===== config.mk =====
export PLATFORM = sky130hd
export DESIGN_NAME = dsp_core
export DESIGN_NICKNAME = d
export VERILOG_FILES = /design/src/dsp_pkg.sv /design/src/dsp_core.sv /design/src/channel_commit.sv /design/src/commit_skid.sv /design/src/madd_unit.sv /design/src/block_sequencer.sv
export SDC_FILE = /design/constraint.sdc
export NUM_CORES = 2
export LEC_CHECK = 0
export BUFFER_PORTS_ARGS = -buffer_cell sky130_fd_sc_hd__buf_2
export CORE_MARGIN = 2
export CORE_UTILIZATION = 69
export CTS_CLUSTER_DIAMETER = 40
export DETAILED_ROUTE_END_ITERATION = 12
export MAX_ROUTING_LAYER = met4
export PLACE_DENSITY = 0.86
export SYNTH_ARGS = -nofsm -noshare
export SYNTH_HDL_FRONTEND = slang
export SYNTH_SLANG_ARGS = --single-unit

===== constraint.sdc =====
create_clock -name clk -period 26.8 [get_ports clk]
set_input_delay 6.7 -clock clk [delete_from_list [all_inputs] [get_ports clk]]
set_output_delay 6.7 -clock clk [all_outputs]
set_load 0.02 [all_outputs]

===== src/dsp_pkg.sv =====
package dsp_pkg;

	localparam int data_width = 16;
	localparam int n_blocks = 16;
	localparam int n_block_regs = 2;
	localparam int n_channels = 16;
	localparam int skid_depth = 2;
	localparam int skid_ptr_width = $clog2(skid_depth);

	typedef logic signed [data_width - 1 : 0] sample_t;
	typedef logic signed [2 * data_width - 1 : 0] product_t;
	typedef logic [$clog2(n_blocks) - 1 : 0] block_addr_t;
	typedef logic [$clog2(n_blocks) : 0] block_count_t;
	typedef logic [$clog2(n_channels) - 1 : 0] channel_addr_t;
	typedef logic [4 : 0] shift_t;
	typedef logic [31 : 0] instr_t;

	localparam channel_addr_t input_channel = 1;
	localparam channel_addr_t output_channel = 0;

	localparam product_t sample_max = 32'sd32767;
	localparam product_t sample_min = -32'sd32768;

	// lsb positions of the instruction fields below the ignored upper byte
	localparam int src_a_lsb = 0;
	localparam int src_b_lsb = 4;
	localparam int src_c_lsb = 8;
	localparam int dest_lsb = 12;
	localparam int shift_lsb = 16;
	localparam int src_b_reg_bit = 21;
	localparam int src_c_reg_bit = 22;
	localparam int saturate_disable_bit = 23;

	typedef struct packed {
		logic instr_write;
		logic reg_write;
		block_addr_t block_target;
		logic reg_target;
		instr_t instr_val;
		sample_t reg_val;
	} command_t;

	typedef struct packed {
		channel_addr_t dest;
		sample_t arg_a;
		sample_t arg_b;
		sample_t arg_c;
		shift_t shift;
		logic saturate_disable;
	} madd_op_t;

	typedef struct packed {
		channel_addr_t dest;
		sample_t value;
	} madd_result_t;

endpackage

===== src/dsp_core.sv =====
`timescale 1ns/10ps

module dsp_core (
	input logic clk,
	input logic reset,
	input logic tick,
	input dsp_pkg::sample_t sample_in,
	input dsp_pkg::command_t command,
	output dsp_pkg::sample_t sample_out,
	output logic ready,
	output dsp_pkg::block_count_t n_blocks_running,
	output logic [31 : 0] commits_accepted
);
	dsp_pkg::madd_op_t op;
	logic op_valid;
	logic op_ready;
	dsp_pkg::madd_result_t result;
	logic res_valid;
	logic res_ready;
	dsp_pkg::madd_result_t skid_out;
	logic skid_valid;
	logic skid_ready;
	dsp_pkg::channel_addr_t rd_addr_a;
	dsp_pkg::channel_addr_t rd_addr_b;
	dsp_pkg::channel_addr_t rd_addr_c;
	dsp_pkg::sample_t rd_val_a;
	dsp_pkg::sample_t rd_val_b;
	dsp_pkg::sample_t rd_val_c;
	logic commit;
	dsp_pkg::channel_addr_t commit_dest;

	block_sequencer sequencer (
		.clk(clk),
		.reset(reset),
		.tick(tick),
		.command(command),
		.op(op),
		.op_valid(op_valid),
		.op_ready(op_ready),
		.rd_addr_a(rd_addr_a),
		.rd_addr_b(rd_addr_b),
		.rd_addr_c(rd_addr_c),
		.rd_val_a(rd_val_a),
		.rd_val_b(rd_val_b),
		.rd_val_c(rd_val_c),
		.commit(commit),
		.commit_dest(commit_dest),
		.ready(ready),
		.n_blocks_running(n_blocks_running)
	);

	madd_unit madd (
		.clk(clk),
		.reset(reset),
		.op(op),
		.op_valid(op_valid),
		.op_ready(op_ready),
		.result(result),
		.res_valid(res_valid),
		.res_ready(res_ready)
	);

	commit_skid skid (
		.clk(clk),
		.reset(reset),
		.in_data(result),
		.in_valid(res_valid),
		.in_ready(res_ready),
		.out_data(skid_out),
		.out_valid(skid_valid),
		.out_ready(skid_ready)
	);

	channel_commit channel_file (
		.clk(clk),
		.reset(reset),
		.tick(tick),
		.sample_in(sample_in),
		.in_data(skid_out),
		.in_valid(skid_valid),
		.in_ready(skid_ready),
		.rd_addr_a(rd_addr_a),
		.rd_addr_b(rd_addr_b),
		.rd_addr_c(rd_addr_c),
		.rd_val_a(rd_val_a),
		.rd_val_b(rd_val_b),
		.rd_val_c(rd_val_c),
		.commit(commit),
		.commit_dest(commit_dest),
		.sample_out(sample_out),
		.commits_accepted(commits_accepted)
	);

endmodule


===== src/channel_commit.sv =====
`timescale 1ns/10ps

module channel_commit (
	input logic clk,
	input logic reset,
	input logic tick,
	input dsp_pkg::sample_t sample_in,
	input dsp_pkg::madd_result_t in_data,
	input logic in_valid,
	output logic in_ready,
	input dsp_pkg::channel_addr_t rd_addr_a,
	input dsp_pkg::channel_addr_t rd_addr_b,
	input dsp_pkg::channel_addr_t rd_addr_c,
	output dsp_pkg::sample_t rd_val_a,
	output dsp_pkg::sample_t rd_val_b,
	output dsp_pkg::sample_t rd_val_c,
	output logic commit,
	output dsp_pkg::channel_addr_t commit_dest,
	output dsp_pkg::sample_t sample_out,
	output logic [31 : 0] commits_accepted
);
	dsp_pkg::sample_t channels [dsp_pkg::n_channels];

	// the tick cycle belongs to the sample port and results wait in the skid
	assign in_ready = !tick;
	assign commit = in_valid && in_ready;
	assign commit_dest = in_data.dest;

	assign rd_val_a = channels[rd_addr_a];
	assign rd_val_b = channels[rd_addr_b];
	assign rd_val_c = channels[rd_addr_c];

	always_ff @(posedge clk) begin
		if (reset) begin
			sample_out <= '0;
			commits_accepted <= '0;
			for (int i = 0; i < dsp_pkg::n_channels; i++) begin
				channels[i] <= '0;
			end
		end else begin
			if (tick) begin
				sample_out <= channels[dsp_pkg::output_channel];
				channels[dsp_pkg::input_channel] <= sample_in;
			end
			if (commit) begin
				channels[in_data.dest] <= in_data.value;
				commits_accepted <= commits_accepted + 1'b1;
			end
		end
	end

endmodule


===== src/commit_skid.sv =====
`timescale 1ns/10ps

module commit_skid (
	input logic clk,
	input logic reset,
	input dsp_pkg::madd_result_t in_data,
	input logic in_valid,
	output logic in_ready,
	output dsp_pkg::madd_result_t out_data,
	output logic out_valid,
	input logic out_ready
);
	dsp_pkg::madd_result_t entries [dsp_pkg::skid_depth];
	logic [dsp_pkg::skid_ptr_width - 1 : 0] wr_ptr;
	logic [dsp_pkg::skid_ptr_width - 1 : 0] rd_ptr;
	logic [dsp_pkg::skid_ptr_width : 0] count;
	logic push;
	logic pop;

	assign in_ready = count != dsp_pkg::skid_depth;
	assign out_valid = count != '0;
	assign out_data = entries[rd_ptr];
	assign push = in_valid && in_ready;
	assign pop = out_valid && out_ready;

	always_ff @(posedge clk) begin
		if (push)
			entries[wr_ptr] <= in_data;
	end

	always_ff @(posedge clk) begin
		if (reset) begin
			wr_ptr <= '0;
			rd_ptr <= '0;
			count <= '0;
		end else begin
			if (push)
				wr_ptr <= wr_ptr + 1'b1;
			if (pop)
				rd_ptr <= rd_ptr + 1'b1;
			case ({push, pop})
				2'b10: count <= count + 1'b1;
				2'b01: count <= count - 1'b1;
				default: count <= count;
			endcase
		end
	end

endmodule


===== src/madd_unit.sv =====
`timescale 1ns/10ps

module madd_unit (
	input logic clk,
	input logic reset,
	input dsp_pkg::madd_op_t op,
	input logic op_valid,
	output logic op_ready,
	output dsp_pkg::madd_result_t result,
	output logic res_valid,
	input logic res_ready
);
	logic s1_valid;
	dsp_pkg::product_t s1_product;
	dsp_pkg::sample_t s1_arg_c;
	dsp_pkg::channel_addr_t s1_dest;
	dsp_pkg::shift_t s1_shift;
	logic s1_sat_disable;
	dsp_pkg::product_t sum;
	dsp_pkg::sample_t clamped;

	// both stages move together and stall as one on back-pressure
	assign op_ready = res_ready;

	always_ff @(posedge clk) begin
		if (reset)
			s1_valid <= 1'b0;
		else if (res_ready)
			s1_valid <= op_valid;
	end

	always_ff @(posedge clk) begin
		if (res_ready) begin
			s1_product <= dsp_pkg::product_t'(op.arg_a) * dsp_pkg::product_t'(op.arg_b);
			s1_arg_c <= op.arg_c;
			s1_dest <= op.dest;
			s1_shift <= op.shift;
			s1_sat_disable <= op.saturate_disable;
		end
	end

	always_comb begin
		sum = (s1_product >>> s1_shift) + dsp_pkg::product_t'(s1_arg_c);
		if (s1_sat_disable)
			clamped = dsp_pkg::sample_t'(sum);
		else if (sum > dsp_pkg::sample_max)
			clamped = dsp_pkg::sample_t'(dsp_pkg::sample_max);
		else if (sum < dsp_pkg::sample_min)
			clamped = dsp_pkg::sample_t'(dsp_pkg::sample_min);
		else
			clamped = dsp_pkg::sample_t'(sum);
	end

	always_ff @(posedge clk) begin
		if (reset)
			res_valid <= 1'b0;
		else if (res_ready)
			res_valid <= s1_valid;
	end

	always_ff @(posedge clk) begin
		if (res_ready) begin
			result.dest <= s1_dest;
			result.value <= clamped;
		end
	end

endmodule


===== src/block_sequencer.sv =====
`timescale 1ns/10ps

module block_sequencer (
	input logic clk,
	input logic reset,
	input logic tick,
	input dsp_pkg::command_t command,
	output dsp_pkg::madd_op_t op,
	output logic op_valid,
	input logic op_ready,
	output dsp_pkg::channel_addr_t rd_addr_a,
	output dsp_pkg::channel_addr_t rd_addr_b,
	output dsp_pkg::channel_addr_t rd_addr_c,
	input dsp_pkg::sample_t rd_val_a,
	input dsp_pkg::sample_t rd_val_b,
	input dsp_pkg::sample_t rd_val_c,
	input logic commit,
	input dsp_pkg::channel_addr_t commit_dest,
	output logic ready,
	output dsp_pkg::block_count_t n_blocks_running
);
	typedef enum logic {
		seq_idle,
		seq_issue
	} seq_state_t;

	seq_state_t state;
	dsp_pkg::instr_t instrs [dsp_pkg::n_blocks];
	dsp_pkg::instr_t instr_q;
	dsp_pkg::sample_t block_regs [dsp_pkg::n_blocks][dsp_pkg::n_block_regs];
	dsp_pkg::block_addr_t cur_block;
	dsp_pkg::block_addr_t fetch_addr;
	dsp_pkg::block_count_t write_count;
	dsp_pkg::channel_addr_t dest;
	logic [dsp_pkg::n_channels - 1 : 0] pending;
	logic b_reg;
	logic c_reg;
	logic hazard;
	logic fire;
	logic last;

	// the store has a registered read, so the next block's address goes out while issuing
	always_comb begin
		if (state == seq_idle)
			fetch_addr = '0;
		else if (fire)
			fetch_addr = cur_block + 1'b1;
		else
			fetch_addr = cur_block;
	end

	always_ff @(posedge clk) begin
		instr_q <= instrs[fetch_addr];
		if (command.instr_write) begin
			instrs[command.block_target] <= command.instr_val;
		end
	end

	assign write_count = dsp_pkg::block_count_t'(command.block_target) + 1'b1;

	always_ff @(posedge clk) begin
		if (reset) begin
			n_blocks_running <= '0;
			for (int b = 0; b < dsp_pkg::n_blocks; b++) begin
				for (int r = 0; r < dsp_pkg::n_block_regs; r++) begin
					block_regs[b][r] <= '0;
				end
			end
		end else begin
			if (command.reg_write) begin
				block_regs[command.block_target][command.reg_target] <= command.reg_val;
			end
			// running count follows the highest block written
			if (command.instr_write && write_count >= n_blocks_running) begin
				n_blocks_running <= write_count;
			end
		end
	end

	assign b_reg = instr_q[dsp_pkg::src_b_reg_bit];
	assign c_reg = instr_q[dsp_pkg::src_c_reg_bit];
	assign dest = dsp_pkg::channel_addr_t'(instr_q >> dsp_pkg::dest_lsb);
	assign rd_addr_a = dsp_pkg::channel_addr_t'(instr_q >> dsp_pkg::src_a_lsb);
	assign rd_addr_b = dsp_pkg::channel_addr_t'(instr_q >> dsp_pkg::src_b_lsb);
	assign rd_addr_c = dsp_pkg::channel_addr_t'(instr_q >> dsp_pkg::src_c_lsb);

	// hold while a channel source or the destination still waits for a commit
	assign hazard = pending[rd_addr_a] | (!b_reg & pending[rd_addr_b])
		| (!c_reg & pending[rd_addr_c]) | pending[dest];
	assign op_valid = state == seq_issue && n_blocks_running != '0 && !hazard;
	assign fire = op_valid && op_ready;
	assign last = dsp_pkg::block_count_t'(cur_block) + 1'b1 == n_blocks_running;

	always_comb begin
		op.dest = dest;
		op.arg_a = rd_val_a;
		op.arg_b = b_reg ? block_regs[cur_block][0] : rd_val_b;
		op.arg_c = c_reg ? block_regs[cur_block][1] : rd_val_c;
		op.shift = dsp_pkg::shift_t'(instr_q >> dsp_pkg::shift_lsb);
		op.saturate_disable = instr_q[dsp_pkg::saturate_disable_bit];
	end

	always_ff @(posedge clk) begin
		if (reset) begin
			state <= seq_idle;
			cur_block <= '0;
		end else begin
			case (state)
				seq_idle: begin
					if (tick) begin
						state <= seq_issue;
						cur_block <= '0;
					end
				end
				seq_issue: begin
					if (n_blocks_running == '0 || (fire && last))
						state <= seq_idle;
					else if (fire)
						cur_block <= cur_block + 1'b1;
				end
				default: state <= seq_idle;
			endcase
		end
	end

	always_ff @(posedge clk) begin
		if (reset) begin
			pending <= '0;
		end else begin
			if (commit)
				pending[commit_dest] <= 1'b0;
			if (fire)
				pending[dest] <= 1'b1;
		end
	end

	assign ready = state == seq_idle && pending == '0;

endmodule


Word level (Yosys, flattened, before mapping)

Memories as Yosys holds them, arrays and structs flattened. A register that Yosys moved wholly into a read port is not among the register bits.
Cells that the tools add are included.

Register bits after elaboration: 142
Bits in latches: 0
Bits in writable memories: 1,320
ROM bits: 0
Input port bits: 74
Output and inout bits: 54
Word-level logic and storage cells: 141
Memories kept: 4

Add/sub/neg operators: 9
Multipliers: 1
Divide/modulo/power cells: 0
Magnitude comparators: 12
Eq/ne operators: 6
Shift operators: 1
Mux-type cells: 56
Bitwise logic cells: 11
Reduce and logical (&&, ||, !) cells: 24

Memories:

| memory                | depth | bits a word | rd ports | clocked after memory_dff | wr ports | line                  | text |
|---|---|---|---|---|---|---|---|
| sequencer.block_regs  | 16    | 32          | 1        | 1                        | 16       | block_sequencer.sv:30 | `dsp_pkg::sample_t block_regs [dsp_pkg::n_blocks][dsp_pkg::n_block_regs];` |
| sequencer.instrs      | 16    | 32          | 1        | 1                        | 1        | block_sequencer.sv:28 | `dsp_pkg::instr_t instrs [dsp_pkg::n_blocks];` |
| channel_file.channels | 16    | 16          | 4        | 1                        | 16       | channel_commit.sv:22  | `dsp_pkg::sample_t channels [dsp_pkg::n_channels];` |
| skid.entries          | 2     | 20          | 1        | 1                        | 1        | commit_skid.sv:13     | `dsp_pkg::madd_result_t entries [dsp_pkg::skid_depth];` |

Operator list:

| kind                                                              | number |
|---|---|
| 2-to-1 mux 16 bit                                                 | 11 |
| 2-to-1 mux 32 bit                                                 | 3 |
| adder 32 x 1 -> 32 bit, second input constant                     | 1 |
| adder 32 x 16 -> 32 bit                                           | 1 |
| > comparator 32 x 16 -> 1 bit, second input constant              | 1 |
| less-than comparator 32 x 16 -> 1 bit, second input constant      | 1 |
| multiplier 16 x 16 -> 32 bit                                      | 1 |
| 2-to-1 mux 4 bit                                                  | 8 |
| OR reduction 32 bit                                               | 1 |
| >>> shifter 32 x 5 -> 32 bit                                      | 1 |
| less-than comparator 4 x 5 -> 1 bit, second input constant        | 5 |
| 2-to-1 mux 1 bit                                                  | 24 |
| bitwise AND 16 bit                                                | 1 |
| binary-select mux 1 bit (select 4 bit)                            | 4 |
| demux 16 bit (select 1 bit)                                       | 1 |
| zero test 16 bit                                                  | 1 |
| NOT 16 bit                                                        | 1 |
| OR 16 bit                                                         | 1 |
| OR reduction 16 bit                                               | 1 |
| logical AND 1 bit                                                 | 11 |
| adder 4 x 1 -> 5 bit, second input constant                       | 2 |
| demux 1 bit (select 4 bit)                                        | 2 |
| greater-or-equal comparator 4 x 1 -> 1 bit, second input constant | 2 |
| one-hot mux 4 bit (2 select lines)                                | 1 |
| 23 further kinds                                                  | 34 |

Longest topological paths before layout

Word-level depth: 15
Depth in mapped cells: 33
Mapped depth without buffers: 28

By module

From an unflattened synthesis, not the netlist that was laid out.

Cell total of the unflattened synthesis: 5,505
Area, all modules: 76,352.0 µm²

Modules (own cells, without submodules):

| module          | times used | cells an instance | area an instance (µm²) | sequential area each (µm²) |
|---|---|---|---|---|
| block_sequencer | 1          | 2,644             | 41,691.2               | 27,986.8 |
| channel_commit  | 1          | 1,113             | 17,387.9               | 8,648.3 |
| madd_unit       | 1          | 1,662             | 15,613.7               | 2,382.3 |
| commit_skid     | 1          | 86                | 1,659.1                | 1,301.2 |

Worst setup path after synthesis

No wires, ideal clock.

Path kind: in2reg
Start: in tick
End: reg channel_file.commits_accepted[29]
Setup time: 0.070 ns
Arrival: 8.750 ns
Required time: 26.730 ns
Slack: 17.979 ns
Cell stages on the path: 10
Path through: or2_2 -> inv_1 -> clkbuf_1 -> nand4_1 -> nor2_1 -> nand4_1 -> nor2_1 -> nand2_1 -> or3_1 -> a21oi_1

Word-level cells in the longest chain between the ends: 2

Ends and longest elaborated chain:

| item                    | line                 | text |
|---|---|---|
| from (decl)             | dsp_core.sv:6        | `input logic tick,` |
| zero test 1 bit         | channel_commit.sv:25 | `assign in_ready = !tick;` |
| logical AND 1 bit       | channel_commit.sv:26 | `assign commit = in_valid && in_ready;` |
| net channel_file.commit | channel_commit.sv:17 | `output logic commit,` |
| to (signal assigned)    | channel_commit.sv:47 | `commits_accepted <= commits_accepted + 1'b1;` |
| to (decl)               | channel_commit.sv:20 | `output logic [31 : 0] commits_accepted` |

The timed path passes the listed nets, and every way through them passes these cells.
A chain may end at the register's enable or synchronous reset.

==> results.txt <==
outcome: finished, final reports clean
Die Span Y: 339 um
Synth Flop Type: edfxtp_1
DRT Pass-1 Iters: 7
Final WS setup: 17010 ps
Initial DRC Count: 9372
nets: 6321
Initial Util: 0.697
CTS tree: built
Final min period: 9790 ps
final-report max-slew violation count: 0
final hold violations: 0
Longest Clk Path Bufs: 3
Total GRT Usage: 0.417
Post-route DRC: 0
gp weighted congestion: 0.950
most frequent cells in the layout: edfxtp_1, nor2_1, and2_1
# setup viols final: 0
HPWL after detailed placement: 133000 um
Period Utilization, post-route: 0.365
ys async rst share: 0
Fin Hold WS: 418 ps
power density over cell area: 98.5 nW/um2
DRT Wirelength: 233000 um
FP Rows: 122
#FFs+latches synth: 1379
final cell count without fillers: 7515
crit start category: flip-flop
peak supply drop: 250 uV
Achievable Freq: 102 MHz
Die ar.: 115000 um2
Gate Count Post-Synth: 5883
placeable core area: 111000 um2
synthesized cell area: 77300 um2
Ports: 128
crit path DAT: 10330 ps
WP data required: 27330 ps
CP delay by family, top: adder cells
layout cells sized above 1: 0.178
Fillers: 5911
slowest CP cell: buf_4
clock-pin slew on the worst setup and hold paths: 60 ps
crit end category: flip-flop
register area share after synthesis: 0.522
Area growth syn-to-layout: 9.62%
CTS buffer count: 159
Setup WS pre-CTS: 16680 ps
RSZ-0062 raised after global routing: no
CP peak stage delay: 890 ps
Slew headroom: 0.0326
commonest non-fill, non-tap cell in the layout: edfxtp_1
Hold Crit Class: flip-flop to flip-flop
vias in the first global route: 54.8k
Skew-Pair Late Insertion Delay: 820 ps
Die W: 339 um
EDFF count, synth: 1270
H-tree levels: 4
CP dominant cell by count: fa_1
largest net degree at the start of global routing: 144
number of gates resized after cts: 0
Crit Path Class: flip-flop to flip-flop
Setup TNS: 0 ps
vias per cell: 7.27
first-pass GRT wire length: 342000 um
crit-path max FO: 46
cts hold-fix bufs: 0
Root Buffer: clkbuf_16
GR Overflow Total: 0
Synth cell types: 77
initial antenna violation count: 30
leakage power: 0.0311 uW
skew final: 36.5 ps
Routed WL per cell: 31.0 um
Avg Cell Area, Syn: 13.1 um2
CTS sink count: 1379
post-CTS setup buffers: 0
WP buf/inv: 6
via count: 54.6k
final antenna-violating net count: 0
Syn Nets: 6345
Pwr Total: 8340 uW
Tightest Pin Transition: 1450 ps
I/O Buffers: 119
max cap viols: 0
placed cell count: 7185
Syn. warnings: 0
## state kept, by name (all words and copies together), names as in the netlist, 20 cells and up, named ones only
| register | flops |
|---|---|
| sequencer.block_regs | 512 |
| madd.s1_product | 32 |
| channel_file.commits_accepted | 32 |
| skid.entries | 40 |
| madd.result | 20 |
| sequencer.instrs | 384 |
| sequencer.instr_q | 24 |
| channel_file.channels | 256 |
## synthesized netlist by cell type, types with 60 or more instances
master       n  share of area
a21oi_1    214          0.014
inv_1      339          0.016
and2_1     505          0.041
nand3_1     81         0.0052
clkbuf_1   301          0.015
nand2_1    389          0.019
a21o_1      68         0.0066
buf_1       60         0.0029
ha_1       125          0.020
dfxtp_1    109          0.028
mux4_2     442           0.13
mux2i_1    238          0.031
o22ai_1     77         0.0062
nor2_1     555          0.027
edfxtp_1  1270           0.49
fa_1       263          0.068
o21ai_0    155          0.010
## final timing paths
check                                                   start                             to  slack [ps]  depth (start not counted)
worst max-delay path                                flip-flop  madd.s1_product[31]$_DFFE_PN_       17010                         25
worst min-delay path            sequencer.instr_q[20]$_DFF_P_     madd.s1_shift[4]$_DFFE_PN_         420                          0
worst max register to register                      flip-flop  madd.s1_product[31]$_DFFE_PN_       17010                         25
worst min register to register  sequencer.instr_q[20]$_DFF_P_     madd.s1_shift[4]$_DFFE_PN_         420                          0
## metal layers
metal / routed length (um) / vias to the layer above / track usage
met2: 107000 / 5215 / 0.617
li1: - / 21500 / -
met3: 33800 / 1481 / 0.133
met5: 0 / - / -
met1: 71000 / 26400 / 0.484
met4: 21100 / 0 / 0.300
## stage by stage
step           utilization  area (um2)
2_1_floorplan            -       77300
3_3_place_gp         0.714       79200
3_5_place_dp         0.714       79200
4_1_cts              0.764       84600
5_1_grt              0.764       84700
6_report             0.765       84700
## final cells by class
cell class	count	area [um2]	area share
well taps	1488	1860	0.0220
multi-input cells	3754	34300	0.404
clock inverters	110	1270	0.0150
repair buffers	225	1410	0.0166
clock buffers	186	4210	0.0496
flip-flops and latches	1379	40400	0.476
inverters	340	1280	0.0151
diodes	33	82.6	0.000975
## cell families after synthesis
group	after synthesis	synth area share
flops	1379	0.522
buf+inv	750	0.0376
fa+ha+maj	388	0.0884
xor+xnor	94	0.0110
simple gates	1800	0.114
mux	730	0.167
compound gates	742	0.0605
## where the power goes
part           switching (uW)  internal, uW
clock network             959          1310
logic                    1970          1390
registers                88.7          2620
Power figures use the tool's default switching activity.
